==> src/design/mem_map_pkg.sv <==
// ----------------------------------------
// memory map package: address map, widths,
// status magic values and interrupt ids
// ----------------------------------------
package mem_map_pkg;

    // bus and RAM widths
    localparam int ADDR_WIDTH        = 32;
    localparam int RAM_ADDR_WIDTH    = 16;
    localparam int INSTR_RDATA_WIDTH = 128;
    localparam int INSTR_LINE_BYTES  = INSTR_RDATA_WIDTH / 8;
    localparam int DATA_WIDTH        = 32;
    localparam int BE_WIDTH          = 4;
    localparam int IRQ_ID_WIDTH      = 5;

    // pseudo peripheral addresses
    localparam logic [ADDR_WIDTH-1:0] ADDR_TEST_STATUS = 32'h2000_0000;
    localparam logic [ADDR_WIDTH-1:0] ADDR_TEST_EXIT   = 32'h2000_0004;
    localparam logic [ADDR_WIDTH-1:0] ADDR_TIMER_MASK  = 32'h1500_0000;
    localparam logic [ADDR_WIDTH-1:0] ADDR_TIMER_COUNT = 32'h1500_0004;
    localparam logic [ADDR_WIDTH-1:0] ADDR_DEBUG_CTRL  = 32'h1500_0008;

    // values written by the test program
    localparam logic [DATA_WIDTH-1:0] TEST_PASS_VALUE = 32'd123456789;
    localparam logic [DATA_WIDTH-1:0] TEST_FAIL_VALUE = 32'd1;

    localparam int TIMER_IRQ_ID = 3;

    // debug generator counter widths and the stand-in for a zero count
    localparam int DEBUG_DELAY_WIDTH    = 15;
    localparam int DEBUG_DURATION_WIDTH = 13;
    localparam int DEFAULT_DEBUG_COUNT  = 1;

endpackage

==> src/design/bus_pkg.sv <==
// ----------------------------------------
// bus package: structs for the data bus,
// the RAM port and the peripheral paths
// ----------------------------------------
package bus_pkg;

    import mem_map_pkg::*;

    typedef struct packed {
        logic                  req;
        logic                  we;
        logic [BE_WIDTH-1:0]   be;
        logic [ADDR_WIDTH-1:0] addr;
        logic [DATA_WIDTH-1:0] wdata;
    } data_req_t;

    typedef struct packed {
        logic                  gnt;
        logic                  rvalid;
        logic [DATA_WIDTH-1:0] rdata;
    } data_rsp_t;

    // word aligned request into the RAM data port
    typedef struct packed {
        logic                      en;
        logic                      we;
        logic [BE_WIDTH-1:0]       be;
        logic [RAM_ADDR_WIDTH-1:0] addr;
        logic [DATA_WIDTH-1:0]     wdata;
    } ram_port_t;

    // one cycle write strobes, at most one set at a time
    typedef struct packed {
        logic                  timer_mask_we;
        logic                  timer_count_we;
        logic                  debug_we;
        logic [DATA_WIDTH-1:0] wdata;
    } periph_wr_t;

    typedef struct packed {
        logic                  passed;
        logic                  failed;
        logic                  exit_valid;
        logic [DATA_WIDTH-1:0] exit_value;
    } test_status_t;

    // layout of the word written to the debug control address
    typedef struct packed {
        logic                            value;
        logic                            pulse;
        logic                            rsvd_29;
        logic [DEBUG_DURATION_WIDTH-1:0] duration;
        logic                            rsvd_15;
        logic [DEBUG_DELAY_WIDTH-1:0]    delay;
    } debug_cfg_t;

endpackage

==> src/design/timer_irq.sv <==
// ----------------------------------------
// countdown timer raising the timer irq
// ----------------------------------------
module timer_irq
    import mem_map_pkg::*;
    import bus_pkg::*;
(
    input  logic                    clk_i,
    input  logic                    rst_ni,
    input  periph_wr_t              periph_wr_i,
    input  logic                    irq_ack_i,
    input  logic [IRQ_ID_WIDTH-1:0] irq_ack_id_i,
    output logic                    irq_o
);

    logic                  irq_en_q;
    logic [DATA_WIDTH-1:0] count_q;
    logic                  ack_hit;

    assign ack_hit = irq_ack_i && irq_ack_id_i == IRQ_ID_WIDTH'(TIMER_IRQ_ID);

    // a mask or count write takes the place of the countdown step
    always_ff @(posedge clk_i or negedge rst_ni) begin
        if (!rst_ni) begin
            irq_en_q <= 1'b0;
            count_q  <= '0;
            irq_o    <= 1'b0;
        end else begin
            if (periph_wr_i.timer_mask_we) begin
                irq_en_q <= periph_wr_i.wdata[TIMER_IRQ_ID];
            end else if (periph_wr_i.timer_count_we) begin
                count_q <= periph_wr_i.wdata;
            end else if (count_q != '0) begin
                count_q <= count_q - 1'b1;
                // irq on the step from 1 to 0
                if (count_q == DATA_WIDTH'(1) && irq_en_q) begin
                    irq_o <= 1'b1;
                end
            end
            if (ack_hit) begin
                irq_o <= 1'b0;
            end
        end
    end

endmodule

==> config.mk <==
export PLATFORM = sky130hd
export DESIGN_NAME = timer_irq
export DESIGN_NICKNAME = d
export VERILOG_FILES = /design/src/design/mem_map_pkg.sv /design/src/design/bus_pkg.sv /design/src/design/timer_irq.sv
export SDC_FILE = /design/constraint.sdc
export NUM_CORES = 1
export LEC_CHECK = 0
export BUFFER_PORTS_ARGS = -buffer_cell sky130_fd_sc_hd__buf_2
export CAP_MARGIN = 5
export CELL_PAD_IN_SITES_DETAIL_PLACEMENT = 0
export CELL_PAD_IN_SITES_GLOBAL_PLACEMENT = 2
export CORE_ASPECT_RATIO = 1.25
export CORE_UTILIZATION = 29
export CTS_CLUSTER_DIAMETER = 80
export DETAILED_ROUTE_END_ITERATION = 12
export GPL_ROUTABILITY_DRIVEN = 0
export PLACE_DENSITY = 0.83
export SYNTH_ARGS = -nofsm -noshare
export SYNTH_HDL_FRONTEND = slang
export SYNTH_SLANG_ARGS = --single-unit
==> constraint.sdc <==
create_clock -name clk_i -period 2.3 [get_ports clk_i]
set_input_delay 0.345 -clock clk_i [delete_from_list [all_inputs] [get_ports clk_i]]
set_output_delay 0.345 -clock clk_i [all_outputs]
set_load 0.01 [all_outputs]
* Word level (Yosys, flattened, before mapping)
Index checks and enable logic that the tools add are counted.
** Storage, ports and cells
- Register bits after elaboration :: 34
- Latch bits :: 0
- Bits in writable memories :: 0
- ROM bits :: 0
- Memories kept :: 0
** Operators by class
- Add/sub/neg operators :: 1
- $mul :: 0
- Divide/modulo/power cells :: 0
- $lt $le $gt $ge :: 0
- Eq/ne operators :: 4
- Shift operators :: 0
- Mux-type cells :: 7
- Bitwise operators :: 1
- Reduce and logical (&&, ||, !) cells :: 8
** Operators with widths (count)
- $mux W32 :: 2
- $eq A32 B1 Y1 const B :: 1
- $reduce_bool A32 Y1 :: 1
- $sub A32 B1 Y32 const B :: 1
- $reduce_bool A2 Y1 :: 3
- $eq A5 B2 Y1 const B :: 1
- $mux W1 :: 5
- $ne A2 B1 Y1 const B :: 2
- $reduce_and A4 Y1 :: 1
- $logic_and A1 B1 Y1 :: 2
- $reduce_and A2 Y1 :: 1
- $not A1 Y1 :: 1

* Longest topological paths before layout
- Depth in word-level cells :: 7
- Depth in mapped cells :: 8
- Mapped depth without buffers :: 7

* Worst setup path before layout
OpenSTA, ideal clock, no wires.
- Path kind :: register -> register
- From :: register count_q[0]
- To :: register count_q[24]
- Data arrival time :: 2.227 ns
- Slack :: -0.003 ns
- Stages on the path, launching flop included :: 8
- Path through :: dfrtp_1 -> inv_1 -> ha_1 -> or4b_2 -> clkbuf_1 -> or4_1 -> o31a_1 -> o21ai_1
** On the way
- Longest elaborated chain between the ends :: 3
- Elaborated cells between the ends (all ways) :: 6
- Classes of those cells :: 1 x add/sub; 2 x mux; 3 x reduce/logical
** RTL lines
- start: declaration :: RTL line timer_irq.sv:17 : logic [DATA_WIDTH-1:0] count_q;
- start signal: assignment :: RTL line timer_irq.sv:32 : count_q <= periph_wr_i.wdata;
- start signal: assignment :: RTL line timer_irq.sv:34 : count_q <= count_q - 1'b1;
- $sub A32 B1 Y32 or $reduce_bool A32 Y1 (tied branches) :: RTL line timer_irq.sv:34, timer_irq.sv:33
- $mux W32 or $reduce_bool A2 Y1 (tied branches)
- $mux W32 or $reduce_and A2 Y1 (tied branches)
Several ways; a longest one is shown, not always the timed one. The select of a mux whose other input is x is not followed.
A chain may end at the register's enable or synchronous reset.

* Final worst setup path
- From :: register count_q[14]
- To :: register count_q[24]
The elaborated chain is that of the path after synthesis.

==> qor.csv <==
metric;value;unit
Final Hold Fails;0;
register bit total from synthesis;34;
DR vias/cell;5.504;
CTS clock-pin slew for the worst setup and hold paths;0.07;ns
share of post-route cells with drive strength above 1;32.87;%
EDFF count, synth;0;
total instance count after detailed placement;435;
maximum achievable frequency;432.7;MHz
static power due to leakage;1.256;nW
max-cap viol count;0;
Sink Count;34;
data arrival time of the critical path;2.52;ns
insertion delay of the later-clocked pin in the worst-skew pair;0.29;ns
wire length of the first global-routing pass;12000;um
clock period minus final worst setup slack;2.311;ns
clock tree from TritonCTS;done;
nets@finish;400;
Final Routed Wirelength;7338;um
# hold bufs at CTS;0;
number of CTS-inserted buffers;5;
number of library cell types mapped by synthesis;51;
total grt overflow;0;
cells along the critical path;or4_4, or4_4, or4_4, o31a_1, o21ai_1;
Detailed Place HPWL;5141;um
Max rail drop VDD;0.2648;mV
total via count in the routed design;2466;
ratio of total power to cell area;577.5;nW/um2
capturing element type of the critical path;register;
DR WL/cell;16.38;um
cell count after synthesis;279;
clock buffer depth;2;
drt pass-1 iters;4;
Die H;101.1;um
dpl ws;-0.05344;ns
die area;8213;um2
final worst path period share;100.5;%
Core Rows;35;
DR iter-0 viols;131;
sequential area share after synthesis;37.36;%
slew at the pin with the worst max-slew slack;0.8310;ns
r2r setup slk;-0.01;ns
H-tree depth;2;
area growth from synthesis to layout;35.38;%
most repeated library cell on the critical path;or4_4;
CP max stage cell;or4_4;
Antenna Diode Count;0;
number of nets with antenna violations after detailed routing;0;
Syn Nets;324;
Root Driver;clkbuf_8;
type of the tightest min-delay check;in -> async;
Non-Filler Instances;448;
number of warning messages in the yosys log;0;
most common flop cell mapped by yosys;dfrtp_1;
Port-buffer cells;42;
floorplan die width;81.26;um
vias in the first global route;2461;
antenna violations before repair;0;
Post-Route Skew;0.004852;ns
Max Transition Viols Final;0;
worst max-slew margin expressed relative to the limit;44.60;%
classification of the worst setup path;reg -> reg;
Tot Pwr;1.780;mW
total I/O pin count;44;
residual DRC count;0;
CP max FO;3;
outcome;finished, violations left;
initial core utilization;30.41;%
synthesized cell area;2277;um2
setup violation total in the final timing report;1;
overall track demand over capacity in global routing;19.19;%
violated checks;negative setup slack;
Avg Inst Size Synth;8.162;um2
startpoint class of the critical path;register;
Required @ worst endpoint;2.51;ns
Post-synth ARST share;100.0;%
pin count of the biggest net entering global routing;35;
Worst Setup Slack, final;-0.01101;ns
largest incremental delay on the critical path;0.56;ns
setup repair after global routing missed its margin;yes;
floorplan core area;7488;um2
## layout by cell type, fill, tap and decap left out, drive strengths merged, types with 4 or more instances in the layout
| cell | synthesis | routed |
|---|---|---|
| nand2 | 18 | 18 |
| dfrtp | 34 | 34 |
| o21ai | 33 | 33 |
| nor2 | 31 | 31 |
| nand3 | 9 | 9 |
| buf | 3 | 89 |
| or3 | 5 | 5 |
| a31oi | 11 | 11 |
| or4 | 5 | 5 |
| clkbuf | 17 | 8 |
| nor3 | 12 | 12 |
| o22a | 5 | 5 |
| a32oi | 4 | 4 |
| nor4 | 15 | 15 |
| a21oi | 16 | 16 |
| and2 | 4 | 4 |
| o21a | 5 | 5 |
| a22oi | 5 | 5 |
| nor4b | 4 | 4 |
## sequential cells by signal, summed over array words and instances (netlist names)
signal and count:
count_q 32, irq_en_q 1, irq_o 1
## per-layer routing
metal	up-vias	GRT usage, %	share of wire [%]
li1	1223	-	-
met1	1175	24.16	45
met5	-	0	0
met3	14	2.896	3.2
met2	54	32.18	50
met4	0	7.830	2.1
## cell type report
class                   count  area (um2)
multi-input cells         221        1414
clock buffers               8       110.1
repair buffers             89       578.1
inverters                   4       15.01
fillers                   777        4405
well taps                  92       115.1
flip-flops and latches     34       850.8
## report_power, final
part,total (mW),switching [mW],internal [mW]
Sequential,0.769,0.0881,0.681
Combinational,0.481,0.250,0.231
Clock,0.531,0.228,0.303
## synthesized netlist by cell type, drive strengths merged (4+ instances only)
library cell | number | share of area [%]
or4 | 5 | 1.8
or3 | 5 | 1.4
o21a | 5 | 1.6
a21oi | 16 | 3.5
dfrtp | 34 | 37
and2 | 4 | 1.1
nand3 | 9 | 2.0
a31oi | 11 | 3.0
nor3 | 12 | 2.6
a22oi | 5 | 1.6
nand2 | 18 | 3.0
o22a | 5 | 1.9
a32oi | 4 | 1.5
o21ai | 33 | 7.3
clkbuf | 17 | 2.8
nor2 | 31 | 5.1
nor4b | 4 | 1.8
nor4 | 15 | 5.1
## what timing repair did
| action | in CTS | in global routing |
|---|---|---|
| buffers inserted | 1 | 2 |
| setup endpoints to repair | 16 | 13 |
| hold endpoints to repair | 0 | 0 |
| resized for setup | 8 | 17 |
| gates cloned | 0 | 2 |
| pin swaps | 0 | 4 |
## stage by stage
step	utilization, %	TNS (ns)	instance area [um2]	hold slack (ns)
floorplan	-	0	2278	0.04941
global placement	38.03	-0.07485	2848	0.4918
detailed placement	38.03	-0.2700	2848	0.4866
CTS	40.07	0	3000	0.1742
global route	41.17	-1.533	3083	0.2112
finish	41.17	-0.01101	3083	0.1458
## worst paths after layout
check,from,to,cells past startpoint
worst max-delay path,count_q[14],count_q[24],5
worst min register to register,irq_en_q,irq_en_q,1
max in group asynchronous,rst_ni,count_q[26],1
min in group clk_i,irq_ack_id_i[0],irq_o,2
worst max register to register,count_q[14],count_q[24],5
worst min-delay path,rst_ni,count_q[5],1
## cell families (layout without fill, tap and decap cells)
logic type,Yosys count,in the layout,synth area share (%)
AND/OR/NAND/NOR,120,120,29.23
flip-flops,34,34,37.36
adder cells (fa/ha/maj),2,2,1.099
buffers and inverters,24,101,4.120
multiplexers,1,1,0.4945
AO/OA/AOI/OAI,98,98,27.69
## critical path: cells and delay by family (launching register included)
family	cells	cell delay, ns
flops	1	0.38
simple gates	3	1.51
compound gates	2	0.35
Note: power is estimated with default switching activity, not from simulation.
