$ cat config.mk
export PLATFORM = sky130hd
export DESIGN_NAME = data_decoder
export DESIGN_NICKNAME = d
export VERILOG_FILES = /design/src/design/mem_map_pkg.sv /design/src/design/bus_pkg.sv /design/src/design/data_decoder.sv
export SDC_FILE = /design/constraint.sdc
export NUM_CORES = 1
export LEC_CHECK = 0
export BUFFER_PORTS_ARGS = -buffer_cell sky130_fd_sc_hd__buf_2
export CAP_MARGIN = 20
export CELL_PAD_IN_SITES_DETAIL_PLACEMENT = 1
export CELL_PAD_IN_SITES_GLOBAL_PLACEMENT = 2
export CORE_MARGIN = 2
export CORE_UTILIZATION = 11
export DETAILED_ROUTE_END_ITERATION = 6
export PLACE_DENSITY_LB_ADDON = 0.1
export SYNTH_ARGS = -nofsm -noshare
export SYNTH_HDL_FRONTEND = slang
export SYNTH_SLANG_ARGS = --single-unit
$ cat constraint.sdc
create_clock -name vclk -period 1.8
set_input_delay 0.09 -clock vclk [all_inputs]
set_output_delay 0.09 -clock vclk [all_outputs]
set_load 0.02 [all_outputs]
$ cat src/design/mem_map_pkg.sv
// ----------------------------------------
// memory map package: address map, widths,
// status magic values and interrupt ids
// ----------------------------------------
package mem_map_pkg;

    // bus and RAM widths
    localparam int ADDR_WIDTH        = 32;
    localparam int RAM_ADDR_WIDTH    = 16;
    localparam int INSTR_RDATA_WIDTH = 128;
    localparam int INSTR_LINE_BYTES  = INSTR_RDATA_WIDTH / 8;
    localparam int DATA_WIDTH        = 32;
    localparam int BE_WIDTH          = 4;
    localparam int IRQ_ID_WIDTH      = 5;

    // pseudo peripheral addresses
    localparam logic [ADDR_WIDTH-1:0] ADDR_TEST_STATUS = 32'h2000_0000;
    localparam logic [ADDR_WIDTH-1:0] ADDR_TEST_EXIT   = 32'h2000_0004;
    localparam logic [ADDR_WIDTH-1:0] ADDR_TIMER_MASK  = 32'h1500_0000;
    localparam logic [ADDR_WIDTH-1:0] ADDR_TIMER_COUNT = 32'h1500_0004;
    localparam logic [ADDR_WIDTH-1:0] ADDR_DEBUG_CTRL  = 32'h1500_0008;

    // values written by the test program
    localparam logic [DATA_WIDTH-1:0] TEST_PASS_VALUE = 32'd123456789;
    localparam logic [DATA_WIDTH-1:0] TEST_FAIL_VALUE = 32'd1;

    localparam int TIMER_IRQ_ID = 3;

    // debug generator counter widths and the stand-in for a zero count
    localparam int DEBUG_DELAY_WIDTH    = 15;
    localparam int DEBUG_DURATION_WIDTH = 13;
    localparam int DEFAULT_DEBUG_COUNT  = 1;

endpackage

$ cat src/design/bus_pkg.sv
// ----------------------------------------
// bus package: structs for the data bus,
// the RAM port and the peripheral paths
// ----------------------------------------
package bus_pkg;

    import mem_map_pkg::*;

    typedef struct packed {
        logic                  req;
        logic                  we;
        logic [BE_WIDTH-1:0]   be;
        logic [ADDR_WIDTH-1:0] addr;
        logic [DATA_WIDTH-1:0] wdata;
    } data_req_t;

    typedef struct packed {
        logic                  gnt;
        logic                  rvalid;
        logic [DATA_WIDTH-1:0] rdata;
    } data_rsp_t;

    // word aligned request into the RAM data port
    typedef struct packed {
        logic                      en;
        logic                      we;
        logic [BE_WIDTH-1:0]       be;
        logic [RAM_ADDR_WIDTH-1:0] addr;
        logic [DATA_WIDTH-1:0]     wdata;
    } ram_port_t;

    // one cycle write strobes, at most one set at a time
    typedef struct packed {
        logic                  timer_mask_we;
        logic                  timer_count_we;
        logic                  debug_we;
        logic [DATA_WIDTH-1:0] wdata;
    } periph_wr_t;

    typedef struct packed {
        logic                  passed;
        logic                  failed;
        logic                  exit_valid;
        logic [DATA_WIDTH-1:0] exit_value;
    } test_status_t;

    // layout of the word written to the debug control address
    typedef struct packed {
        logic                            value;
        logic                            pulse;
        logic                            rsvd_29;
        logic [DEBUG_DURATION_WIDTH-1:0] duration;
        logic                            rsvd_15;
        logic [DEBUG_DELAY_WIDTH-1:0]    delay;
    } debug_cfg_t;

endpackage

$ cat src/design/data_decoder.sv
// ----------------------------------------
// data bus address decoder for the RAM and
// the pseudo peripherals
// ----------------------------------------
module data_decoder
    import mem_map_pkg::*;
    import bus_pkg::*;
(
    input  logic         clk_i,
    input  logic         rst_ni,
    input  data_req_t    data_req_i,
    output ram_port_t    ram_port_o,
    output periph_wr_t   periph_wr_o,
    output test_status_t status_o,
    output logic         rsel_ram_o
);

    logic in_ram;
    logic wr;
    logic hit_status;
    logic hit_exit;
    logic hit_mask;
    logic hit_count;
    logic hit_debug;

    assign in_ram = data_req_i.addr[ADDR_WIDTH-1:RAM_ADDR_WIDTH] == '0;
    assign wr     = data_req_i.req && data_req_i.we;

    assign hit_status = data_req_i.addr == ADDR_TEST_STATUS;
    assign hit_exit   = data_req_i.addr == ADDR_TEST_EXIT;
    assign hit_mask   = data_req_i.addr == ADDR_TIMER_MASK;
    assign hit_count  = data_req_i.addr == ADDR_TIMER_COUNT;
    assign hit_debug  = data_req_i.addr == ADDR_DEBUG_CTRL;

    // ----------------------------------------
    // RAM port
    always_comb begin
        ram_port_o.en    = data_req_i.req && in_ram;
        ram_port_o.we    = data_req_i.we;
        ram_port_o.be    = data_req_i.be;
        ram_port_o.addr  = data_req_i.addr[RAM_ADDR_WIDTH-1:0]
                           & ~RAM_ADDR_WIDTH'(BE_WIDTH - 1);
        ram_port_o.wdata = data_req_i.wdata;
    end

    // only RAM reads return data, everything else reads as zero
    assign rsel_ram_o = data_req_i.req && !data_req_i.we && in_ram;

    // ----------------------------------------
    // peripheral strobes and test status
    always_comb begin
        periph_wr_o.timer_mask_we  = wr && hit_mask;
        periph_wr_o.timer_count_we = wr && hit_count;
        periph_wr_o.debug_we       = wr && hit_debug;
        periph_wr_o.wdata          = data_req_i.wdata;

        status_o.passed     = wr && hit_status && data_req_i.wdata == TEST_PASS_VALUE;
        status_o.failed     = wr && hit_status && data_req_i.wdata == TEST_FAIL_VALUE;
        status_o.exit_valid = wr && hit_exit;
        status_o.exit_value = (wr && hit_exit) ? data_req_i.wdata : '0;
    end

    unmapped_write: assert property (
        @(posedge clk_i) disable iff (!rst_ni)
        wr |-> (in_ram || hit_status || hit_exit || hit_mask || hit_count || hit_debug))
        else $error("write to unmapped address %08h", data_req_i.addr);

endmodule

== Word level (Yosys, flattened, before mapping) ==
Index checks and enable logic that the tools add are counted.
Cells by class
  equality and inequality tests: 7
  mux-type cells: 1
  reductions and logical operators: 13
Operators with widths (count)
  $eq 32x29->1 const B: 3
  $eq 32x30->1 const B: 2
  $eq 32x1->1 const B: 1
  $eq 32x27->1 const B: 1
  $mux 32: 1
  $logic_not 16->1: 1
  $logic_and 1x1->1: 11
  $logic_not 1->1: 1
Word-level totals
  bits in registers: 0
  word-level logic and storage cells: 21

== Logic depth before layout (Yosys ltp) ==
Gate-level depths: netlist of run 1.
  depth after elaboration: 3
  mapped depth: 5

== Worst setup path before layout of run 1 ==
No wires, ideal clock.
  path kind: input port to output port
  from: input port data_req_i[49] (netlist name)
  to: output port periph_wr_o[32] (netlist name)
  arrival: 1.773 ns
  setup slack: -0.063 ns
  stages on the path: 3
  buffers on the path: 0
  path through: or4b_4 -> or3_1 -> nor4b_1
RTL lines
  start, declared: RTL line data_decoder.sv:11  | input data_req_t data_req_i,
  end, declared: RTL line data_decoder.sv:13  | output periph_wr_t periph_wr_o,

==> impl_metrics.py, run 1 <==
metrics = {
    "power": {
        "intPower_uw": 136,
        "sequentialPowerShare": 0,
        "clockPowerShare": 0,
        "switching_share": 0.629,
        "max-vdd-ir-drop_mv": 0.0626,
        "p_per_area_nw_per_um2": 174,
        "comb_power_share": 1.000,
        "leakagePower_nw": 1.15,
        "p_switching_uw": 231,
    },
    "grt": {
        "grt-ovfl-total": 0,
        "grt_pass1_wl_um": 6520,
        "grt_use_met3": 0.0108,
        "gr-usage-met1": 0.0800,
        "gr-usage-all-layers": 0.0689,
        "grt_max_degree": 13,
        "grt_antenna_before_repair": 0,
        "busiest_layer": "met2",
        "grt_pass1_vias": 1328,
        "grt_util_met2": 0.138,
    },
    "synth": {
        "yosys.area.top_type": "buf_4",
        "syn_area_sq_um": 1200,
        "syn_avg_cell_area_sq_um": 7.24,
        "ys_types": 20,
        "synth_seq_area_share": 0,
        "synth_cells": 166,
        "ys_warn_count": 0,
        "yosys.area.top_type_share": 0.531,
        "synth_area_leaders": "buf_4 53%, and2_1 17%, nor4_1 4.7%",
    },
    "floorplanning": {
        "die_w_um": 108,
        "design.core.area_sq_um": 10700,
        "rows": 38,
        "dieArea_sq_um": 11800,
        "io_pins": 197,
        "die-height_um": 108,
        "initial_core_util": 0.112,
    },
    "layout": {
        "n_clock_buffer": 0,
        "drive_gt1_frac": 0.810,
        "antenna_cells": 0,
        "regArea_sq_um": 0,
        "layout_commonest_cell": "buf_2",
        "nNetsFinal": 358,
        "design_area_sq_um": 2110,
        "fillers": 1345,
        "final_core_util": 0.197,
        "mostFrequentLayoutCells": "150 x buf_2, 29 x buf_6, 22 x buf_4, 17 x and2_1, 16 x and2_4",
        "area_growth_pct": 76.0,
        "design.seq.count": 0,
    },
    "detailed_routing": {
        "drt_pre_antenna_iters": 2,
        "vias": 1506,
        "final_antenna_net_count": 0,
        "wl_um": 5030,
        "post-route-drc-count": 0,
        "drt_iter0_drc": 49,
        "vias_per_cell": 3.55,
        "wl_per_cell_um": 11.9,
    },
    "timing": {
        "layout_min_cycle_time_ns": 1.77,
        "setup_viol": 0,
        "finalSetupTns_ns": 0,
        "fmax_mhz": 565,
        "finalMaxSlewViolations": 0,
        "period_share": 0.983,
        "finalHoldViolations": 0,
        "timing.hold.ws_ns": 0.180,
        "setup_slack_ns": 0.0302,
        "rsz0062_at_grt": "true",
    },
    "flow_run": {
        "cap_violations": 0,
    },
    "worst_setup_path": {
        "crit_chain": "buf_2, or4b_4, nand3b_4, nor4_4, buf_4, buf_8, and2_1, buf_4",
        "cpMaxStageDelayCell": "or4b_4",
        "path_max_fanout": 11,
        "critPathCaptureType": "output port",
        "cp_num_buf_inv": 4,
        "cp_num_cells": 8,
        "cp.arrival_ns": 1.68,
        "max_stage_delay_ns": 0.54,
        "cp_top_family": "simple AND/OR/NAND/NOR gates",
        "required_ns": 1.71,
        "cp-start-kind": "input pin",
        "worst_path_most_repeated_cell": "buf_4",
        "path_class": "in -> out",
    },
    "status": {
        "status": "completed",
    },
    "placed_design": {
        "gp_congestion": 0.632,
        "io_buffers": 185,
        "dp_hpwl_um": 4240,
        "post_dp_cell_area_sq_um": 1750,
        "preCtsSetupSlack_ns": -0.0885,
    },
    "worst_hold_path": {
        "hp-class": "in -> out",
        "holdPathStages": 0,
    },
    "clock_network": {
        "hold_buffers": 0,
    },
}
==> cell families (layout without fill, tap and decap cells) <==
| group | Yosys count | count (layout) | share of synthesized area |
|---|---|---|---|
| AND/OR/NAND/NOR | 77 | 77 | 0.437 |
| other | 1 | 2 | 0.00312 |
| buffers and inverters | 88 | 205 | 0.559 |
==> layer usage <==
metal  routed length (um)  vias up
met1                 1920      669
met5                    0        -
li1                     -      711
met2                 2550      124
met4                    4        0
met3                  555        2
==> final timing paths <==
check | from | end
worst max-delay path | data_req_i[49] | status_o[24]
worst min-delay path | data_req_i[66] | ram_port_o[50]
==> synthesized netlist by cell type, drive strengths merged <==
| cell type | n |
|---|---|
| buf | 88 |
| and2 | 33 |
| nor4 | 13 |
| nand4 | 7 |
| nor3 | 6 |
| nor2 | 4 |
| nand3 | 3 |
| nand2b | 2 |
| nor4b | 2 |
| and4 | 1 |
| conb | 1 |
| nand2 | 1 |
| nand3b | 1 |
| nor4bb | 1 |
| or3 | 1 |
| or4 | 1 |
| or4b | 1 |
==> metrics by stage <==
stage | power, mW | std cells
final | 0.367 | 424
after global routing | 0.397 | 424
after CTS | 0.368 | 421
after detailed placement | 0.360 | 418
after global placement | 0.363 | 418
after floorplan | 0.295 | 167
==> power by group through the flow <==
stage	Combinational (mW)	Clock, mW	Sequential (mW)
floorplan	0.295	0	0
global placement	0.363	0	0
detailed placement	0.360	0	0
CTS	0.368	0	0
global route	0.397	0	0
finish	0.367	0	0
==> what timing repair did <==
| item | in CTS | in global routing |
|---|---|---|
| pin swaps | 1 | 11 |
| setup endpoints to repair | 21 | 34 |
| gates resized for setup | 8 | 84 |
| gates cloned | 1 | 1 |
| buffers inserted | 2 | 2 |
==> area by class of cell <==
type	instances	area, sq um	area share
repair buffers	205	1310	0.621
multi-input cells	79	627	0.296
well taps	140	175	0.0828
Note: power is estimated with default switching activity, not from simulation.
==> run 2, diff against run 1 <==
--- a/config.mk
+++ b/config.mk
@@ -9,8 +9,7 @@
 export CAP_MARGIN = 20
 export CELL_PAD_IN_SITES_DETAIL_PLACEMENT = 1
 export CELL_PAD_IN_SITES_GLOBAL_PLACEMENT = 2
-export CORE_MARGIN = 2
-export CORE_UTILIZATION = 11
+export CORE_UTILIZATION = 12
 export DETAILED_ROUTE_END_ITERATION = 6
 export PLACE_DENSITY_LB_ADDON = 0.1
 export SYNTH_ARGS = -nofsm -noshare
==> constraint.sdc (replaced) <==
create_clock -name vclk -period 2.1
set_input_delay 0.105 -clock vclk [all_inputs]
set_output_delay 0.105 -clock vclk [all_outputs]
set_load 0.02 [all_outputs]
==> run 2 against run 1 <==
Combinational power fell by 20%. Critical path depth fell by 1. Critical path type unchanged. Non-clock buffer count fell by 16. Via count fell by 5.5%. Worst setup slack improved by 0.17 ns. Design area fell by 22%. First-iteration DRC count fell by 94%.
==> impl_metrics.py, run 2 (synthesized netlist as in run 1, its figures left out) <==
metrics = {
    "floorplanning": {
        "die_w_um": 102,
        "io_pins": 197,
        "initial_core_util": 0.123,
        "design.core.area_sq_um": 9730,
        "rows": 36,
        "dieArea_sq_um": 10400,
        "die-height_um": 102,
    },
    "clock_network": {
        "postCtsResizedCells": 0,
        "hold_buffers": 0,
        "cts_setup_buffers": 0,
    },
    "detailed_routing": {
        "vias": 1423,
        "drt_pre_antenna_iters": 4,
        "vias_per_cell": 3.55,
        "wl_per_cell_um": 10.7,
        "post-route-drc-count": 0,
        "drt_iter0_drc": 3,
        "final_antenna_net_count": 0,
        "wl_um": 4280,
    },
    "timing": {
        "fmax_mhz": 527,
        "layout_min_cycle_time_ns": 1.90,
        "finalHoldViolations": 0,
        "rsz0062_at_grt": "false",
        "finalMaxSlewViolations": 0,
        "worst_slew_margin_rel": 0.661,
        "period_share": 0.903,
        "worst_slew_pin_slew_ns": 0.501,
        "setup_viol": 0,
        "finalSetupTns_ns": 0,
    },
    "grt": {
        "grt-ovfl-total": 0,
        "grt_pass1_vias": 1274,
        "grt_max_degree": 21,
        "gr-usage-all-layers": 0.0698,
        "grt_antenna_before_repair": 0,
        "grt_pass1_wl_um": 5900,
    },
    "layout": {
        "area_growth_pct": 37.8,
        "design.seq.count": 0,
        "fillers": 1268,
        "antenna_cells": 0,
        "layout_commonest_cell": "buf_2",
        "mostFrequentLayoutCells": "185 x buf_2, 33 x and2_1, 9 x nor4_1, 7 x nand4_1, 6 x nor3_1",
        "drive_gt1_frac": 0.728,
        "regArea_sq_um": 0,
        "multi_input_area_sq_um": 533,
        "n_clock_buffer": 0,
        "nNetsFinal": 342,
    },
    "worst_setup_path": {
        "cp-start-kind": "input pin",
        "cp_top_family": "simple AND/OR/NAND/NOR gates",
        "path_max_fanout": 3,
        "max_stage_delay_ns": 0.54,
        "path_class": "in -> out",
        "crit_chain": "buf_2, or4b_4, nand3b_4, nor4_1, buf_4, and4_1, buf_2",
        "critPathCaptureType": "output port",
        "required_ns": 2.00,
        "crit_end": "status_o[33]",
        "cp.arrival_ns": 1.79,
        "cpMaxStageDelayCell": "or4b_4",
        "setup.worst_path.start": "data_req_i[49]",
        "cp_num_cells": 7,
        "worst_path_most_repeated_cell": "buf_2",
        "cp_num_buf_inv": 3,
    },
    "placed_design": {
        "dp_hpwl_um": 3990,
        "io_buffers": 185,
        "gp_congestion": 0.650,
    },
    "flow_run": {
        "cap_violations": 0,
    },
    "worst_hold_path": {
        "hp-class": "in -> out",
    },
    "power": {
        "totalPowerFinal_uw": 295,
        "max-vdd-ir-drop_mv": 0.0389,
        "leakagePower_nw": 0.996,
        "p_per_area_nw_per_um2": 178,
    },
    "status": {
        "status": "completed",
    },
}
[run 2: power by group]
part | leakage [nW] | switching [mW] | internal (mW)
Combinational | 0.996 | 0.188 | 0.107
Clock | 0 | 0 | 0
Sequential | 0 | 0 | 0
Total | 0.996 | 0.188 | 0.107
[run 2: per-layer routing]
| layer | routed length [um] | track usage |
|---|---|---|
| met5 | 0 | 0 |
| met4 | 0 | 0 |
| met3 | 534 | 0.00752 |
| met2 | 2140 | 0.144 |
| met1 | 1610 | 0.0806 |
[run 2: cell type report]
type	count	area share
Timing Repair Buffer	189	0.577
Multi-Input combinational cell	79	0.322
Tap cell	133	0.101
[run 2: worst min path at each step]
stage / startpoint / endpoint / slack, ns / depth (start not counted)
floorplan: data_req_i[34] / periph_wr_o[32] / 0.29 / 1
global placement: data_req_i[64] / ram_port_o[48] / 0.21 / 0
detailed placement: data_req_i[64] / ram_port_o[48] / 0.21 / 0
CTS: data_req_i[64] / ram_port_o[48] / 0.21 / 0
global route: data_req_i[67] / ram_port_o[51] / 0.21 / 0
finish: data_req_i[67] / ram_port_o[51] / 0.21 / 0
[run 2: metrics by stage]
step | std cells | util | worst slack, ns | hold slack (ns) | instance area (sq um)
CTS | 401 | 0.170 | 0.182 | 0.210 | 1660
floorplan | 167 | - | 0.207 | 0.295 | 1200
detailed placement | 401 | 0.170 | 0.183 | 0.210 | 1660
global route | 401 | 0.170 | 0.0192 | 0.210 | 1660
global placement | 401 | 0.170 | 0.176 | 0.210 | 1660
finish | 401 | 0.170 | 0.204 | 0.210 | 1660
