**config.mk**
```make
export PLATFORM = sky130hd
export DESIGN_NAME = data_resp_ctrl
export DESIGN_NICKNAME = d
export VERILOG_FILES = /design/src/design/mem_map_pkg.sv /design/src/design/bus_pkg.sv /design/src/design/data_resp_ctrl.sv
export SDC_FILE = /design/constraint.sdc
export NUM_CORES = 1
export LEC_CHECK = 0
export ABC_AREA = 1
export BUFFER_PORTS_ARGS = -buffer_cell sky130_fd_sc_hd__buf_2
export CORE_MARGIN = 3
export CORE_UTILIZATION = 23
export DETAILED_ROUTE_END_ITERATION = 10
export HOLD_SLACK_MARGIN = 0.15
export PLACE_DENSITY = 0.84
export SKIP_CTS_REPAIR_TIMING = 1
export SYNTH_ARGS = -nofsm -noshare
export SYNTH_HDL_FRONTEND = slang
export SYNTH_SLANG_ARGS = --single-unit
```
**constraint.sdc**
```tcl
create_clock -name clk_i -period 1.1 [get_ports clk_i]
set_input_delay 0.22 -clock clk_i [delete_from_list [all_inputs] [get_ports clk_i]]
set_output_delay 0.22 -clock clk_i [all_outputs]
set_load 0.02 [all_outputs]
```
**src/design/mem_map_pkg.sv**
```systemverilog
// ----------------------------------------
// memory map package: address map, widths,
// status magic values and interrupt ids
// ----------------------------------------
package mem_map_pkg;

    // bus and RAM widths
    localparam int ADDR_WIDTH        = 32;
    localparam int RAM_ADDR_WIDTH    = 16;
    localparam int INSTR_RDATA_WIDTH = 128;
    localparam int INSTR_LINE_BYTES  = INSTR_RDATA_WIDTH / 8;
    localparam int DATA_WIDTH        = 32;
    localparam int BE_WIDTH          = 4;
    localparam int IRQ_ID_WIDTH      = 5;

    // pseudo peripheral addresses
    localparam logic [ADDR_WIDTH-1:0] ADDR_TEST_STATUS = 32'h2000_0000;
    localparam logic [ADDR_WIDTH-1:0] ADDR_TEST_EXIT   = 32'h2000_0004;
    localparam logic [ADDR_WIDTH-1:0] ADDR_TIMER_MASK  = 32'h1500_0000;
    localparam logic [ADDR_WIDTH-1:0] ADDR_TIMER_COUNT = 32'h1500_0004;
    localparam logic [ADDR_WIDTH-1:0] ADDR_DEBUG_CTRL  = 32'h1500_0008;

    // values written by the test program
    localparam logic [DATA_WIDTH-1:0] TEST_PASS_VALUE = 32'd123456789;
    localparam logic [DATA_WIDTH-1:0] TEST_FAIL_VALUE = 32'd1;

    localparam int TIMER_IRQ_ID = 3;

    // debug generator counter widths and the stand-in for a zero count
    localparam int DEBUG_DELAY_WIDTH    = 15;
    localparam int DEBUG_DURATION_WIDTH = 13;
    localparam int DEFAULT_DEBUG_COUNT  = 1;

endpackage

```
**src/design/bus_pkg.sv**
```systemverilog
// ----------------------------------------
// bus package: structs for the data bus,
// the RAM port and the peripheral paths
// ----------------------------------------
package bus_pkg;

    import mem_map_pkg::*;

    typedef struct packed {
        logic                  req;
        logic                  we;
        logic [BE_WIDTH-1:0]   be;
        logic [ADDR_WIDTH-1:0] addr;
        logic [DATA_WIDTH-1:0] wdata;
    } data_req_t;

    typedef struct packed {
        logic                  gnt;
        logic                  rvalid;
        logic [DATA_WIDTH-1:0] rdata;
    } data_rsp_t;

    // word aligned request into the RAM data port
    typedef struct packed {
        logic                      en;
        logic                      we;
        logic [BE_WIDTH-1:0]       be;
        logic [RAM_ADDR_WIDTH-1:0] addr;
        logic [DATA_WIDTH-1:0]     wdata;
    } ram_port_t;

    // one cycle write strobes, at most one set at a time
    typedef struct packed {
        logic                  timer_mask_we;
        logic                  timer_count_we;
        logic                  debug_we;
        logic [DATA_WIDTH-1:0] wdata;
    } periph_wr_t;

    typedef struct packed {
        logic                  passed;
        logic                  failed;
        logic                  exit_valid;
        logic [DATA_WIDTH-1:0] exit_value;
    } test_status_t;

    // layout of the word written to the debug control address
    typedef struct packed {
        logic                            value;
        logic                            pulse;
        logic                            rsvd_29;
        logic [DEBUG_DURATION_WIDTH-1:0] duration;
        logic                            rsvd_15;
        logic [DEBUG_DELAY_WIDTH-1:0]    delay;
    } debug_cfg_t;

endpackage

```
**src/design/data_resp_ctrl.sv**
```systemverilog
// ----------------------------------------
// data response path: grant, read valid
// and read data select
// ----------------------------------------
module data_resp_ctrl
    import mem_map_pkg::*;
    import bus_pkg::*;
(
    input  logic                  clk_i,
    input  logic                  rst_ni,
    input  logic                  req_i,
    input  logic                  rsel_ram_i,
    input  logic [DATA_WIDTH-1:0] ram_rdata_i,
    output data_rsp_t             data_rsp_o
);

    logic rvalid_q;
    logic rsel_ram_q;

    // every request completes one cycle later, no wait states
    always_ff @(posedge clk_i or negedge rst_ni) begin
        if (!rst_ni) begin
            rvalid_q   <= 1'b0;
            rsel_ram_q <= 1'b0;
        end else begin
            rvalid_q   <= req_i;
            rsel_ram_q <= rsel_ram_i;
        end
    end

    always_comb begin
        data_rsp_o.gnt    = req_i;
        data_rsp_o.rvalid = rvalid_q;
        // writes and unmapped reads return zero
        data_rsp_o.rdata  = rsel_ram_q ? ram_rdata_i : '0;
    end

    rvalid_follows_req: assert property (
        @(posedge clk_i) disable iff (!rst_ni)
        data_rsp_o.rvalid |-> $past(req_i))
        else $error("rvalid without a request in the previous cycle");

endmodule

```
# After elaboration in Yosys (flattened, before gate mapping)
# Cells that the tools add are included.
# totals
out_inout_bits	34
latch_bits	0
romBits	0
regBits	2
input_bits	36
mem_bits_rw	0
mem_count	0
# op_classes
n_mul	0
n_eq_ne	0
muxes	1
n_reduce_logical	0
bitwise	0
addsub	0
magnitude_cmp	0
div_mod_pow	0
n_shift	0
# ops
op	n
$mux W32	1

# Depth between registers and ports, before layout
# Gate-level depths: netlist (run 1).
# logic_depth
ltp_word	1
depth_mapped	3
depth_no_buf	2

# Least setup slack after synthesis (run 1)
# OpenSTA, ideal clock, no wires.
# synth_path
path_type	register -> output
from	register rsel_ram_q
to	output data_rsp_o[0] (netlist bit)
path_stages_with_launch	4
slack_ns	0.141
arrival_time_ns	0.739
path_cell_list	dfrtp_1 > buf_6 > nand2_1 > inv_1
# synth_lines
item	line_no	source
start: declaration	data_resp_ctrl.sv:18	logic rsel_ram_q;
start signal: assignment	data_resp_ctrl.sv:27	rsel_ram_q <= rsel_ram_i;
end: declaration	data_resp_ctrl.sv:14	output data_rsp_t data_rsp_o

==> results of run 1 <==
==> power by group <==
group	total, mW	switching, mW	internal [mW]
Sequential	0.0822	0.00391	0.0783
Clock	0.155	0.0353	0.120
Combinational	0.314	0.171	0.142
Total	0.551	0.211	0.340
==> Yosys cell counts <==
master,count
nand2_1,32
inv_1,32
dfrtp_1,2
buf_6,3
buf_4,2
==> how the worst min path moves through the flow <==
stage | from | to | slack, ps | depth (start not counted)
after floorplan | rst_ni | rsel_ram_q$_DFF_PN0_ | -80 | 0
after global placement | rst_ni | rvalid_q$_DFF_PN0_ | 10 | 1
after detailed placement | rst_ni | rsel_ram_q$_DFF_PN0_ | 10 | 1
after CTS | rst_ni | rsel_ram_q$_DFF_PN0_ | -220 | 1
after global routing | rst_ni | rvalid_q$_DFF_PN0_ | 320 | 2
final | rst_ni | rsel_ram_q$_DFF_PN0_ | 330 | 2
==> metrics by stage <==
stage / utilization / worst slack [ps] / area, sq um
after floorplan: - / 141 / 339
after global placement: 0.511 / 91.6 / 682
after detailed placement: 0.511 / 61.1 / 682
after CTS: 0.528 / -195 / 704
after global routing: 0.596 / -237 / 795
final: 0.596 / -186 / 795
==> area by class of cell <==
| cell class | instances | area, sq um | area share |
|---|---|---|---|
| Timing Repair Buffer | 75 | 459 | 0.578 |
| Multi-Input combinational cell | 32 | 123 | 0.154 |
| Inverter | 32 | 120 | 0.151 |
| Sequential cell | 2 | 51.3 | 0.0646 |
| Clock buffer | 3 | 22.5 | 0.0283 |
| Tap cell | 15 | 18.8 | 0.0236 |
==> flip-flops by register name, summed over array words and instances (netlist names) <==
name,count
rvalid_q,1
rsel_ram_q,1
==> layer usage <==
layer,global-route usage,share of wire,up-vias,wire length [microns]
li1,-,-,323,-
met1,0.0978,0.28,253,414
met2,0.241,0.59,37,864
met3,0.0488,0.12,0,177
met4,0.0723,0,0,0
met5,0,0,-,0
==> cell families (layout without fill, tap and decap cells) <==
| logic type | count (synthesis) | after routing | share of synthesized area |
|---|---|---|---|
| buf+inv | 37 | 110 | 0.498 |
| flops | 2 | 2 | 0.148 |
| simple gates | 32 | 32 | 0.354 |
==> impl_metrics.csv, run 1 <==
group,metric,value,unit
outcome,status,"finished, violations left",
outcome,violations,"negative setup slack",
grt,grt_max_degree,24,
final_layout,area_growth,134,%
worst_setup_path,cp_max_fo,9,
sta,worst_pin_slew,121,ps
sta,period_share,1.17,
worst_setup_path,critPathBufInv,3,
placement,dp.cells,152,
floorplan,die-area,1970,sq um
logic_synthesis,synth-seq-cells,2,
power_and_ir_drop,max-vdd-ir-drop,0.409,mV
sta,finalCriticalPeriod,1290,ps
drt,drt_pass1_iterations,4,
drt,wl_per_cell,9.16,microns
sta,fin_setup_tns,-5340,ps
worst_setup_path,path_delay_family,"flip-flops",
grt,grtUsageTotal,0.123,
cts,numCtsBuffers,3,
power_and_ir_drop,finalPower,551,uW
sta,final-setup-viol-count,32,
final_layout,diodes,0,
grt,grt_pass1_vias,495,
final_layout,final_common_cell,"buf_2",
logic_synthesis,yosys_warnings,0,
final_layout,mostFrequentLayoutCells,"buf_2 (64), nand2_1 (31), inv_1 (31)",
worst_setup_path,crit_path_end,"data_rsp_o[31]",
worst_setup_path,crit_type,"reg2out",
placement,dp_hpwl,1110,microns
sta,slew_headroom,0.920,
grt,antenna_found_initial,0,
worst_setup_path,worst_path_largest_cell_delay,430,ps
cts,clockRootBuffer,"clkbuf_4",
drt,viasPerCell,3.86,
power_and_ir_drop,power.density,693,nW/um^2
grt,globalRouteOverflowTotal,0,
cts,clk_pin_slew,30,ps
logic_synthesis,synth_top_area_frac,0.354,
placement,globalplace.congestion,0.616,
cts,clk_path_buf_depth,2,
sta,max_freq,778,MHz
drt,dr.first_iter.drc_count,7,
logic_synthesis,synth_cells,71,
drt,drc,0,
sta,hold_viol_final,0,
sta,worst_slack,-186,ps
job,cap_violations,0,
logic_synthesis,synthTopCellsByArea,"inv_1 (35%), nand2_1 (35%), dfrtp_1 (15%)",
drt,wirelength,1460,microns
sta,fin_hold_ws,325,ps
logic_synthesis,synth.cell_area,339,sq um
cts,cts_tree,"yes",
grt,grt_pass1_wl,1800,microns
power_and_ir_drop,power.static_leakage,0.699,nW
worst_setup_path,cp.depth,4,
final_layout,drive_gt1_frac,0.542,
floorplan,dieHeight,44.4,microns
logic_synthesis,synth_fp_nets,107,
worst_setup_path,crit_path_end_kind,"primary output",
placement,place.port_buffers,69,
worst_setup_path,cp-start-kind,"flop",
worst_setup_path,cp-startpoint,"rsel_ram_q$_DFF_PN0_",
cts,cts_num_sinks,2,
final_layout,nets,182,
worst_setup_path,cp_slowest_cell,"dfrtp_2",
final_layout,final_cells,159,
worst_setup_path,crit_path_cell_trace,"buf_4, nand2_1, inv_1, buf_2",
worst_setup_path,cp.required,880,ps
floorplan,dieWidth,44.4,microns
cts,h-tree-depth,1,
floorplan,core_area,1330,sq um
logic_synthesis,ys_seq_area_frac,0.148,
final_layout,fillers,138,
floorplan,initial_core_util,0.254,
sta,drv_slew,0,
floorplan,ios,70,
drt,vias,613,
sta,rsz0062_at_grt,"true",
min_path,hp-class,"in2async",
drt,ant_nets,0,
logic_synthesis,yosysTopAreaCell,"inv_1",
floorplan,rows,13,
logic_synthesis,yosysUniqueCellTypes,5,
worst_setup_path,arrival,1070,ps
logic_synthesis,avgSynthCellArea,4.78,sq um
(Power assumes the default switching activity.)
==> run 2, diff against run 1 <==
GPL_TIMING_DRIVEN = 1   (was not set)
PLACE_DENSITY = 0.78   (was 0.84)
==> run 2 against run 1 <==
  * The flow still finishes with violations (negative setup slack)
  * Non-clock buffer count up 2
  * Sequential share of layout area down 1.5 points
  * Clock power up 5%
  * First-iteration DRC count down 86%
  * Global-route usage up 0.073 points
  * Sequential cell count unchanged
  * Largest power group unchanged
  * Highest routed layer is now met4
==> impl_metrics.csv, run 2 (synthesis gave the netlist of run 1 again) <==
group,metric,value,unit
cts,h-tree-depth,1,
placement,place.port_buffers,69,
final_layout,multi_input_area,185,sq um
final_layout,mostFrequentLayoutCells,"buf_6 (37), buf_2 (37), inv_2 (25)",
power_and_ir_drop,finalPower,672,uW
power_and_ir_drop,power.density,653,nW/um^2
cts,cts_tree,"yes",
worst_setup_path,cp-start-kind,"flop",
outcome,status,"finished, violations left",
placement,dp.cells,152,
final_layout,nets,184,
sta,slew_headroom,0.902,
power_and_ir_drop,combPwrFrac,0.635,
worst_setup_path,crit_path_end_kind,"primary output",
job,cap_violations,0,
worst_setup_path,worst_path_largest_cell_delay,440,ps
worst_setup_path,critPathMostFrequentCell,"buf_6",
drt,vias,645,
worst_setup_path,arrival,1050,ps
placement,globalplace.congestion,0.680,
final_layout,area_growth,204,%
sta,finalCriticalPeriod,1270,ps
power_and_ir_drop,power.static_leakage,0.708,nW
min_path,hp-class,"in2async",
sta,worst_slack,-172,ps
floorplan,dieHeight,44.4,microns
placement,dpl_worst_slack,70.8,ps
power_and_ir_drop,p_int,414,uW
drt,wl_per_cell,10.6,microns
sta,rsz0062_at_grt,"true",
drt,dr.first_iter.drc_count,1,
grt,antenna_found_initial,0,
power_and_ir_drop,clkPwrFrac,0.241,
placement,placed_area,669,sq um
drt,wirelength,1700,microns
floorplan,rows,13,
grt,grt_pass1_wl,1860,microns
worst_setup_path,cp-startpoint,"rsel_ram_q$_DFF_PN0_",
sta,drv_slew,0,
cts,cts_num_sinks,2,
worst_setup_path,cp.depth,4,
floorplan,core_area,1330,sq um
cts,clk_path_buf_depth,2,
sta,final-setup-viol-count,32,
sta,hold_viol_final,0,
worst_setup_path,cp_slowest_cell,"dfrtp_2",
worst_setup_path,cp.required,880,ps
final_layout,postLayoutCoreUtil,0.772,
placement,dp_hpwl,1110,microns
final_layout,drive_gt1_frac,0.870,
sta,worst_pin_slew,146,ps
worst_setup_path,critPathBufInv,3,
grt,grtUsageTotal,0.123,
power_and_ir_drop,switching_share,0.384,
worst_setup_path,crit_path_end,"data_rsp_o[18]",
floorplan,die-area,1970,sq um
outcome,violations,"negative setup slack",
cts,numCtsBuffers,3,
drt,drt_pass1_iterations,4,
drt,drc,0,
worst_setup_path,path_delay_family,"flip-flops",
floorplan,initial_core_util,0.254,
grt,grt_max_degree,18,
final_layout,final_area,1030,sq um
sta,max_freq,786,MHz
floorplan,ios,70,
power_and_ir_drop,max-vdd-ir-drop,0.653,mV
worst_setup_path,cp_max_fo,8,
sta,period_share,1.16,
drt,ant_nets,0,
worst_setup_path,crit_type,"reg2out",
cts,clk_pin_slew,30,ps
final_layout,fillers,107,
floorplan,dieWidth,44.4,microns
power_and_ir_drop,p_sw,258,uW
worst_setup_path,crit_path_cell_trace,"buf_6, nand2_1, inv_1, buf_6",
power_and_ir_drop,p_seq_frac,0.123,
drt,viasPerCell,4.01,
cts,clockRootBuffer,"clkbuf_4",
final_layout,diodes,0,
final_layout,regArea,51.3,sq um
grt,grt_pass1_vias,502,
grt,globalRouteOverflowTotal,0,
final_layout,final_cells,161,
final_layout,reg.largest.list,"rsel_ram_q: 1 flops, rvalid_q: 1 flops",
run 2: changes by cell type in the layout (fill, tap and decap cells not counted):
cell	change
buf_6	+32
inv_1	-24
buf_12	-1
clkbuf_16	-1
nand2_2	+22
buf_4	-1
nand2_1	-23
inv_2	+24
buf_2	-27
nand2_4	+1
run 2: final cells by class:
cell class | instances | share of cell area
well taps | 15 | 0.0182
repair buffers | 77 | 0.614
inverters | 32 | 0.117
flip-flops and latches | 2 | 0.0498
clock buffers | 3 | 0.0219
multi-input cells | 32 | 0.180
run 2: metal layers:
layer,up-vias,share of wire,GRT usage
li1,327,-,-
met2,33,0.60,0.238
met4,0,0.0094,0.0723
met3,2,0.085,0.0285
met5,-,0,0
met1,283,0.30,0.115
run 2: power by group through the flow:
stage          Sequential, mW  Combinational, mW  Clock [mW]
6_report               0.0830              0.427       0.162
3_5_place_dp           0.0800              0.276           0
3_3_place_gp           0.0797              0.271           0
4_1_cts                0.0793              0.277       0.172
2_1_floorplan          0.0819              0.158           0
5_1_grt                0.0839              0.454       0.175
run 2: through the flow:
step	hold WS (ps)	TNS, ps
2_1_floorplan	-75.6	0
3_3_place_gp	6.27	0
3_5_place_dp	7.84	0
4_1_cts	-233	-4960
5_1_grt	327	-6390
6_report	326	-4970
run 2: how the worst min path moves through the flow:
| stage | startpoint | to | slack [ps] |
|---|---|---|---|
| 6_report | rst_ni | rsel_ram_q$_DFF_PN0_ | 330 |
| 5_1_grt | rst_ni | rvalid_q$_DFF_PN0_ | 330 |
| 4_1_cts | rst_ni | rsel_ram_q$_DFF_PN0_ | -230 |
| 3_5_place_dp | rst_ni | rsel_ram_q$_DFF_PN0_ | 8 |
| 3_3_place_gp | rst_ni | rsel_ram_q$_DFF_PN0_ | 6 |
| 2_1_floorplan | rst_ni | rsel_ram_q$_DFF_PN0_ | -80 |
==> run 3, diff against run 2 <==
CORE_UTILIZATION = 21   (was 23)
PLACE_DENSITY = 0.75   (was 0.78)
clock period = 1.13 ns   (was 1.1 ns; I/O delays follow)
==> run 3 against run 2 <==
  * Die area grew 8.2%
  * Critical path depth did not move
  * Sequential share of layout area up 1.1 points
  * The run still ends with negative setup slack left
  * Global-route usage decreased by 1.8 points
  * Design area shrank 20%
  * Highest routed layer unchanged
  * Sequential cell count did not move
  * Critical endpoint is now data_rsp_o[8]
==> impl_metrics.csv, run 3 (synthesis gave the netlist of run 1 again) <==
group,metric,value,unit
outcome,status,"finished, violations left",
cts,h-tree-depth,1,
placement,globalplace.congestion,0.615,
min_path,hp-class,"in2async",
cts,cts_tree,"yes",
drt,wl_per_cell,8.82,microns
sta,final-setup-viol-count,32,
grt,grt_pass1_wl,1700,microns
placement,dp_hpwl,1100,microns
final_layout,diodes,0,
worst_setup_path,cp_slowest_cell,"dfrtp_1",
final_layout,mostFrequentLayoutCells,"buf_2 (46), nand2_1 (32), inv_1 (31)",
final_layout,fillers,134,
floorplan,die-area,2130,sq um
sta,fin_setup_tns,-3770,ps
sta,worst_slack,-135,ps
final_layout,area_growth,142,%
cts,clk_path_buf_depth,2,
drt,drc,0,
floorplan,initial_core_util,0.242,
worst_setup_path,crit_path_cell_trace,"buf_12, nand2_1, inv_1, buf_4",
power_and_ir_drop,power.static_leakage,0.697,nW
sta,slew_headroom,0.914,
floorplan,dieWidth,46.2,microns
cts,clockRootBuffer,"clkbuf_4",
sta,drv_slew,0,
floorplan,core_area,1400,sq um
final_layout,drive_gt1_frac,0.524,
grt,grt_pass1_vias,519,
worst_setup_path,cp.required,900,ps
worst_setup_path,cp-start-kind,"flop",
cts,numCtsBuffers,3,
worst_setup_path,crit_path_end,"data_rsp_o[8]",
grt,antenna_found_initial,0,
final_layout,nets,181,
grt,grt_max_degree,24,
cts,clk_pin_slew,30,ps
sta,worst_pin_slew,129,ps
worst_setup_path,arrival,1040,ps
sta,hold_viol_final,0,
outcome,violations,"negative setup slack",
power_and_ir_drop,max-vdd-ir-drop,0.502,mV
floorplan,rows,13,
floorplan,ios,70,
drt,viasPerCell,4.01,
drt,wirelength,1390,microns
final_layout,reg.largest.list,"rsel_ram_q: 1 flops, rvalid_q: 1 flops",
final_layout,final_cells,158,
sta,rsz0062_at_grt,"true",
power_and_ir_drop,power.density,673,nW/um^2
worst_setup_path,cp-startpoint,"rsel_ram_q$_DFF_PN0_",
drt,ant_nets,0,
grt,grtUsageTotal,0.105,
drt,drt_pass1_iterations,4,
worst_setup_path,worst_path_largest_cell_delay,400,ps
job,cap_violations,0,
final_layout,final_common_cell,"buf_2",
placement,place.port_buffers,69,
worst_setup_path,crit_type,"reg2out",
grt,globalRouteOverflowTotal,0,
drt,dr.first_iter.drc_count,3,
sta,period_share,1.12,
drt,vias,633,
placement,dp.cells,152,
worst_setup_path,cp_max_fo,23,
sta,max_freq,791,MHz
cts,cts_num_sinks,2,
placement,placed_area,682,sq um
sta,finalCriticalPeriod,1270,ps
worst_setup_path,crit_path_end_kind,"primary output",
final_layout,final_area,822,sq um
floorplan,dieHeight,46.2,microns
-- run 3: metal layers --
metal	GRT usage	wire length [microns]	part of all wire
met1	0.0736	408	0.29
met4	0.0568	12	0.0086
met5	0	0	0
met2	0.239	838	0.60
met3	0.0156	134	0.096
-- run 3: worst min path at each step --
stage                start              endpoint  slack (ps)  depth (start not counted)
floorplan           rst_ni  rsel_ram_q$_DFF_PN0_         -70                          0
global placement    rst_ni    rvalid_q$_DFF_PN0_          10                          1
detailed placement  rst_ni  rsel_ram_q$_DFF_PN0_          20                          1
CTS                 rst_ni  rsel_ram_q$_DFF_PN0_        -220                          1
global route        rst_ni  rsel_ram_q$_DFF_PN0_         320                          2
finish              rst_ni  rsel_ram_q$_DFF_PN0_         320                          2
-- run 3: area by class of cell --
| class | count | area [sq um] | share of cell area |
|---|---|---|---|
| repair buffers | 74 | 490 | 0.597 |
| multi-input cells | 32 | 120 | 0.146 |
| inverters | 32 | 120 | 0.146 |
| flip-flops and latches | 2 | 50.0 | 0.0609 |
| clock buffers | 3 | 22.5 | 0.0274 |
| well taps | 15 | 18.8 | 0.0228 |
-- run 3: through the flow --
step                      utilization  hold WS [ps]  power [mW]  worst slack, ps
after global placement          0.487          12.4       0.346              119
after floorplan                     -         -69.6       0.234              165
after CTS                       0.504          -222       0.516             -149
final                           0.588           324       0.553             -135
after detailed placement        0.487          15.2       0.353             90.7
after global routing            0.588           317       0.593             -194
-- run 3: report_power, final --
part | switching (mW) | total (mW) | internal (mW) | leakage [nW]
Combinational | 0.166 | 0.319 | 0.152 | 0.660
Clock | 0.0390 | 0.156 | 0.117 | 0.0138
Sequential | 0.00242 | 0.0783 | 0.0758 | 0.0233
-- run 3: worst max-delay path: cells and delay by family (launching register included) --
family / cells / cell delay (ps)
buf+inv: 3 / 350
flops: 1 / 400
simple gates: 1 / 60
